==> config.mk <==
export PLATFORM = sky130hd
export DESIGN_NAME = argmaxStage
export DESIGN_NICKNAME = d
export VERILOG_FILES = /design/src/hdl/nnPkg.sv /design/src/hdl/argmaxStage.sv
export SDC_FILE = /design/constraint.sdc
export NUM_CORES = 1
export LEC_CHECK = 0
export BUFFER_PORTS_ARGS = -buffer_cell sky130_fd_sc_hd__buf_2
export CAP_MARGIN = 20
export CORE_MARGIN = 5
export CORE_UTILIZATION = 45
export CTS_BUF_LIST = sky130_fd_sc_hd__clkbuf_4 sky130_fd_sc_hd__clkbuf_8 sky130_fd_sc_hd__clkbuf_16
export CTS_CLUSTER_DIAMETER = 150
export CTS_CLUSTER_SIZE = 40
export DETAILED_ROUTE_END_ITERATION = 7
export PLACE_DENSITY = 0.82
export SLEW_MARGIN = 20
export SYNTH_ARGS = -nofsm -noshare
export SYNTH_HDL_FRONTEND = slang
export SYNTH_SLANG_ARGS = --single-unit
==> constraint.sdc <==
create_clock -name clk -period 4.07 [get_ports clk]
set_input_delay 0.6105 -clock clk [delete_from_list [all_inputs] [get_ports clk]]
set_output_delay 0.6105 -clock clk [all_outputs]
set_load 0.1 [all_outputs]
==> src/hdl/nnPkg.sv <==
package nnPkg;

	// ============================================================
	// Sizes
	// ============================================================
	localparam int WORD_W = 32;
	localparam int FEATURES = 15;
	localparam int HIDDEN = 4;
	localparam int CLASSES = 3;
	localparam int IDX_W = $clog2(CLASSES);  // Class index width.

	// Positive sums keep bits 28 down to 13.
	localparam int FRAC_SHIFT = 13;
	localparam int ACT_W = 16;

	localparam int NODE_LATENCY = 3;  // Input, sum and ReLU registers.

	// ============================================================
	// Hidden layer tables
	// ============================================================
	// Indexed [node][input]. Each row below runs from input 14 down to 0.
	localparam logic signed [HIDDEN-1:0][FEATURES-1:0][WORD_W-1:0] HIDDEN_WEIGHTS = {
		// Node 3.
		32'sd2349, -32'sd716, 32'sd5936, -32'sd4708, 32'sd1242,
		32'sd3570, -32'sd1829, 32'sd365, 32'sd7011, -32'sd2467,
		-32'sd938, 32'sd4125, -32'sd5210, 32'sd1706, 32'sd2883,
		// Node 2.
		32'sd5613, -32'sd3824, 32'sd2665, 32'sd5527, 32'sd2932,
		-32'sd812, -32'sd442, 32'sd3165, 32'sd544, 32'sd644,
		32'sd7433, -32'sd1869, 32'sd1310, 32'sd5105, -32'sd7574,
		// Node 1.
		32'sd2096, 32'sd3845, -32'sd433, 32'sd977, -32'sd6021,
		32'sd5189, 32'sd1458, -32'sd2716, 32'sd3302, -32'sd845,
		32'sd6690, 32'sd2571, -32'sd3987, 32'sd4630, -32'sd1204,
		// Node 0.
		-32'sd5873, 32'sd2218, 32'sd4396, -32'sd1502, 32'sd780,
		-32'sd3310, 32'sd2741, 32'sd5024, -32'sd657, 32'sd1883,
		-32'sd4471, 32'sd912, 32'sd6107, -32'sd2250, 32'sd3418
	};

	// Node 3 first.
	localparam logic signed [HIDDEN-1:0][WORD_W-1:0] HIDDEN_BIAS = {
		-32'sd3011,
		-32'sd2105,
		32'sd1875,
		-32'sd1390
	};

	// ============================================================
	// Output layer tables
	// ============================================================
	// Indexed [class][hidden]. Rows run from hidden 3 down to 0.
	localparam logic signed [CLASSES-1:0][HIDDEN-1:0][WORD_W-1:0] OUT_WEIGHTS = {
		32'sd4870, -32'sd4129, 32'sd1377, 32'sd2048,   // Class 2.
		32'sd2764, 32'sd1932, 32'sd5218, -32'sd3605,   // Class 1.
		-32'sd1147, 32'sd3390, -32'sd2876, 32'sd4512   // Class 0.
	};

	localparam logic signed [CLASSES-1:0][WORD_W-1:0] OUT_BIAS = {
		-32'sd950,
		32'sd1320,
		-32'sd2410
	};

	// ============================================================
	// Data types
	// ============================================================
	typedef logic [FEATURES-1:0][WORD_W-1:0] featureVecT;
	typedef logic [HIDDEN-1:0][WORD_W-1:0] hiddenVecT;
	typedef logic [CLASSES-1:0][WORD_W-1:0] scoreVecT;

	// Winning class and its score.
	typedef struct packed
	{
		logic [IDX_W-1:0] classIdx;
		logic [WORD_W-1:0] score;
	} classResultT;

endpackage
==> src/hdl/argmaxStage.sv <==
`timescale 1ns/1ps

module argmaxStage
(
	input logic clk,
	input logic reset,
	input nnPkg::scoreVecT scores,
	output nnPkg::scoreVecT scoresOut,
	output nnPkg::classResultT result
);

	nnPkg::classResultT best;

	// ============================================================
	// Scan for the top score
	// ============================================================
	// Strict compare keeps the lowest index on a tie.
	always_comb
	begin
		best.classIdx = '0;
		best.score = scores[0];
		for (int c = 1; c < nnPkg::CLASSES; c++)
		begin
			if (scores[c] > best.score)
			begin
				best.classIdx = nnPkg::IDX_W'(c);
				best.score = scores[c];
			end
		end
	end

	// ============================================================
	// Output register
	// ============================================================
	// Scores and winner load together so they stay aligned.
	always_ff @(posedge clk)
	begin
		if (reset)
		begin
			scoresOut <= '0;
			result <= '0;
		end
		else
		begin
			scoresOut <= scores;
			result <= best;
		end
	end

	assert property (@(posedge clk) disable iff (reset)
		result.classIdx < nnPkg::CLASSES);

	// Reported score must be the one at the reported index.
	assert property (@(posedge clk) disable iff (reset)
		result.score == scoresOut[result.classIdx]);

endmodule

==> reports/qor.yml <==
setup_viol: 34
finalHoldViolations: 0
leakagePower_uw: 0.005039
startpoint_type: "input pin"
portBuffers: 227
use_met2: 0.5293
worst_ep_required_time_ns: 4.39
layout_commonest_cell: "buf_2"
drt_wl_total_mm: 26.12
max_slew.worst_pin.slew_ns: 0.9065
ios: 228
drv_cap: 0
final_cells: 1234
root_buffer: "clkbuf_16"
grt_pass1_vias: 6993
ir_drop_uv: 322.3
syn_area_sq_um: 5987
start_util: 0.4557
finalSetupTns_ns: -7.930
diodes: 0
power_uw: 4928
syn2layout_area_growth_pct: 80.84
vias: 6894
min_from: "scores[24]"
regArea_sq_um: 2603
drtAntennaViolNets: 0
hold_class: "input pin to register"
cts_tree: "yes"
postCtsHoldBufs: 0
via_per_inst: 5.587
synth.area.top_cells: "dfxtp_1, ha_1, nor2b_1, a311oi_2, a21oi_1"
synth.top_cell.area_share: 0.4347
wl_per_cell_um: 21.16
ys_warn_count: 0
busiest_layer: "met2"
violations: "setup timing"
critPathCaptureType: "register"
placementRows: 42
drive_gt1_frac: 0.6059
ys_types: 36
syn-num-nets: 788
antenna_found_initial: 0
seq_area_frac_synth: 0.4347
die_x_um: 125.3
place_congestion: 0.8864
drc: 0
synth.avg_cell_area_sq_um: 9.564
syn_inst: 626
core_area_sq_um: 13140
grt_pass1_wl_mm: 36.31
grt_max_degree: 104
multi_input_area_sq_um: 4083
grtUsageTotal: 0.2936
grt_setup_unrepaired: "true"
dp.cells: 1169
htreeDepth: 4
ys_ff_latch: 130
cts.sinks: 130
relSlewSlack: 0.3957
crit_type: "input pin to register"
grt.met1_usage: 0.3103
nNetsFinal: 1213
path_max_fanout: 8
arrival_ns: 4.72
fin_ws_ns: -0.3369
hold_depth: 3
status: "finished with violations"
fin_crit_sh: 1.083
die_h_um: 125.3
period_minus_slack_ns: 4.407
dp_hpwl_mm: 15.49
n_fill_cell: 720
drt_iter0_drc: 636
holdPathEnd: "scoresOut[24]"
drt_pass1_iterations: 5
slew_viol_final: 0
cts_buffers: 17
overflow: 0
final_cell_mix: "buf_2, buf_4, dfxtp_1"
met3_usage: 0.09808
yosys.area.top_type: "dfxtp_1"
path_clk_slew_ns: 0.06
max_freq_mhz: 226.9
dieArea_sq_um: 15710
powerDensity_nw_per_um2: 455.2
clockBufferDepth: 2
hold-worst-slack_ns: 0.4552
## sequential cells by signal (all words and copies together), names as in the netlist
signal	flops
scoresOut	96
result	34
## how the worst max path moves through the flow
stage	end	slack (ns)	startpoint
final	result[7]	-0.34	scores[15]
after global routing	result[7]	-0.43	scores[15]
after CTS	result[27]	-0.05	scores[14]
after detailed placement	result[10]	-0.71	scores[21]
after global placement	result[5]	-0.68	scores[21]
after floorplan	result[16]	0.001	scores[27]
## critical path: stages
cell,delay [ns]
buf_8,0.10
inv_6,0.05
ha_4,0.20
nand4_1,0.20
buf_4,0.14
buf_4,0.12
nor2_1,0.07
o2bb2ai_4,0.16
o31a_4,0.40
buf_12,0.15
buf_6,0.11
buf_4,0.12
o21ai_2,0.15
and2_4,0.18
ha_4,0.20
nand4_1,0.15
buf_4,0.15
nor2_2,0.04
a221o_1,0.36
o311ai_4,0.34
buf_6,0.19
buf_8,0.16
a21oi_2,0.09
a311oi_2,0.28
## routing by layer
layer | up-vias | part of all wire
met2 | 377 | 0.51
li1 | 3075 | -
met3 | 117 | 0.079
met4 | 0 | 0.048
met1 | 3325 | 0.36
met5 | - | 0
## timing repair
item	in CTS	in global routing
pin swaps	54	42
setup endpoints to repair	34	34
setup buffers	26	7
gates cloned	9	3
resized for setup	126	75
hold endpoints to repair	0	0
## cell usage after synthesis
master / count
nor4_1: 2
a221o_1: 4
nand2b_1: 1
a311oi_2: 23
clkbuf_1: 17
o21ai_1: 29
ha_1: 64
nand3_1: 38
nor3b_2: 1
nand2_1: 15
o21a_1: 3
o211ai_1: 2
a21oi_1: 59
nor3_1: 2
inv_1: 34
o21ai_2: 1
buf_2: 9
o21ai_0: 9
o31a_2: 1
a21o_1: 2
a2111oi_1: 1
nor4_4: 1
a22oi_2: 1
a311oi_1: 9
and2_1: 32
o2bb2ai_1: 2
nand4_1: 16
nor2b_1: 65
nor2_1: 39
or3_1: 1
o311ai_2: 1
dfxtp_1: 130
o31ai_1: 1
buf_4: 7
buf_6: 3
or4_1: 1
## through the flow
| step | util | instance area [sq um] | worst slack, ns |
|---|---|---|---|
| floorplan | - | 6255 | 0.001227 |
| global placement | 0.6697 | 8798 | -0.6790 |
| detailed placement | 0.6697 | 8798 | -0.7085 |
| CTS | 0.7879 | 10350 | -0.04876 |
| global route | 0.8241 | 10830 | -0.4253 |
| finish | 0.8241 | 10830 | -0.3369 |
## power by group
| group | switching [uW] | internal (uW) |
|---|---|---|
| logic | 1380 | 672 |
| registers | 30.6 | 1380 |
| clock network | 549 | 925 |
| total | 1950 | 2970 |
## logic make-up (layout without fill, tap and decap cells)
logic type,after synthesis,after routing,synth area share
and+or+nand+nor,214,214,0.1964
AOI/OAI and AO/OA,148,149,0.1812
DFF,130,130,0.4347
buffers and inverters,70,501,0.05392
adders and majority gates,64,64,0.1338
## final cells by class
type,instances,area share
Sequential cell,130,0.2404
Inverter,34,0.01364
Multi-Input combinational cell,427,0.3771
Clock buffer,20,0.04311
Timing Repair Buffer,441,0.2976
Clock inverter,6,0.007859
Tap cell,176,0.02034
Power figures use the tool's default switching activity.
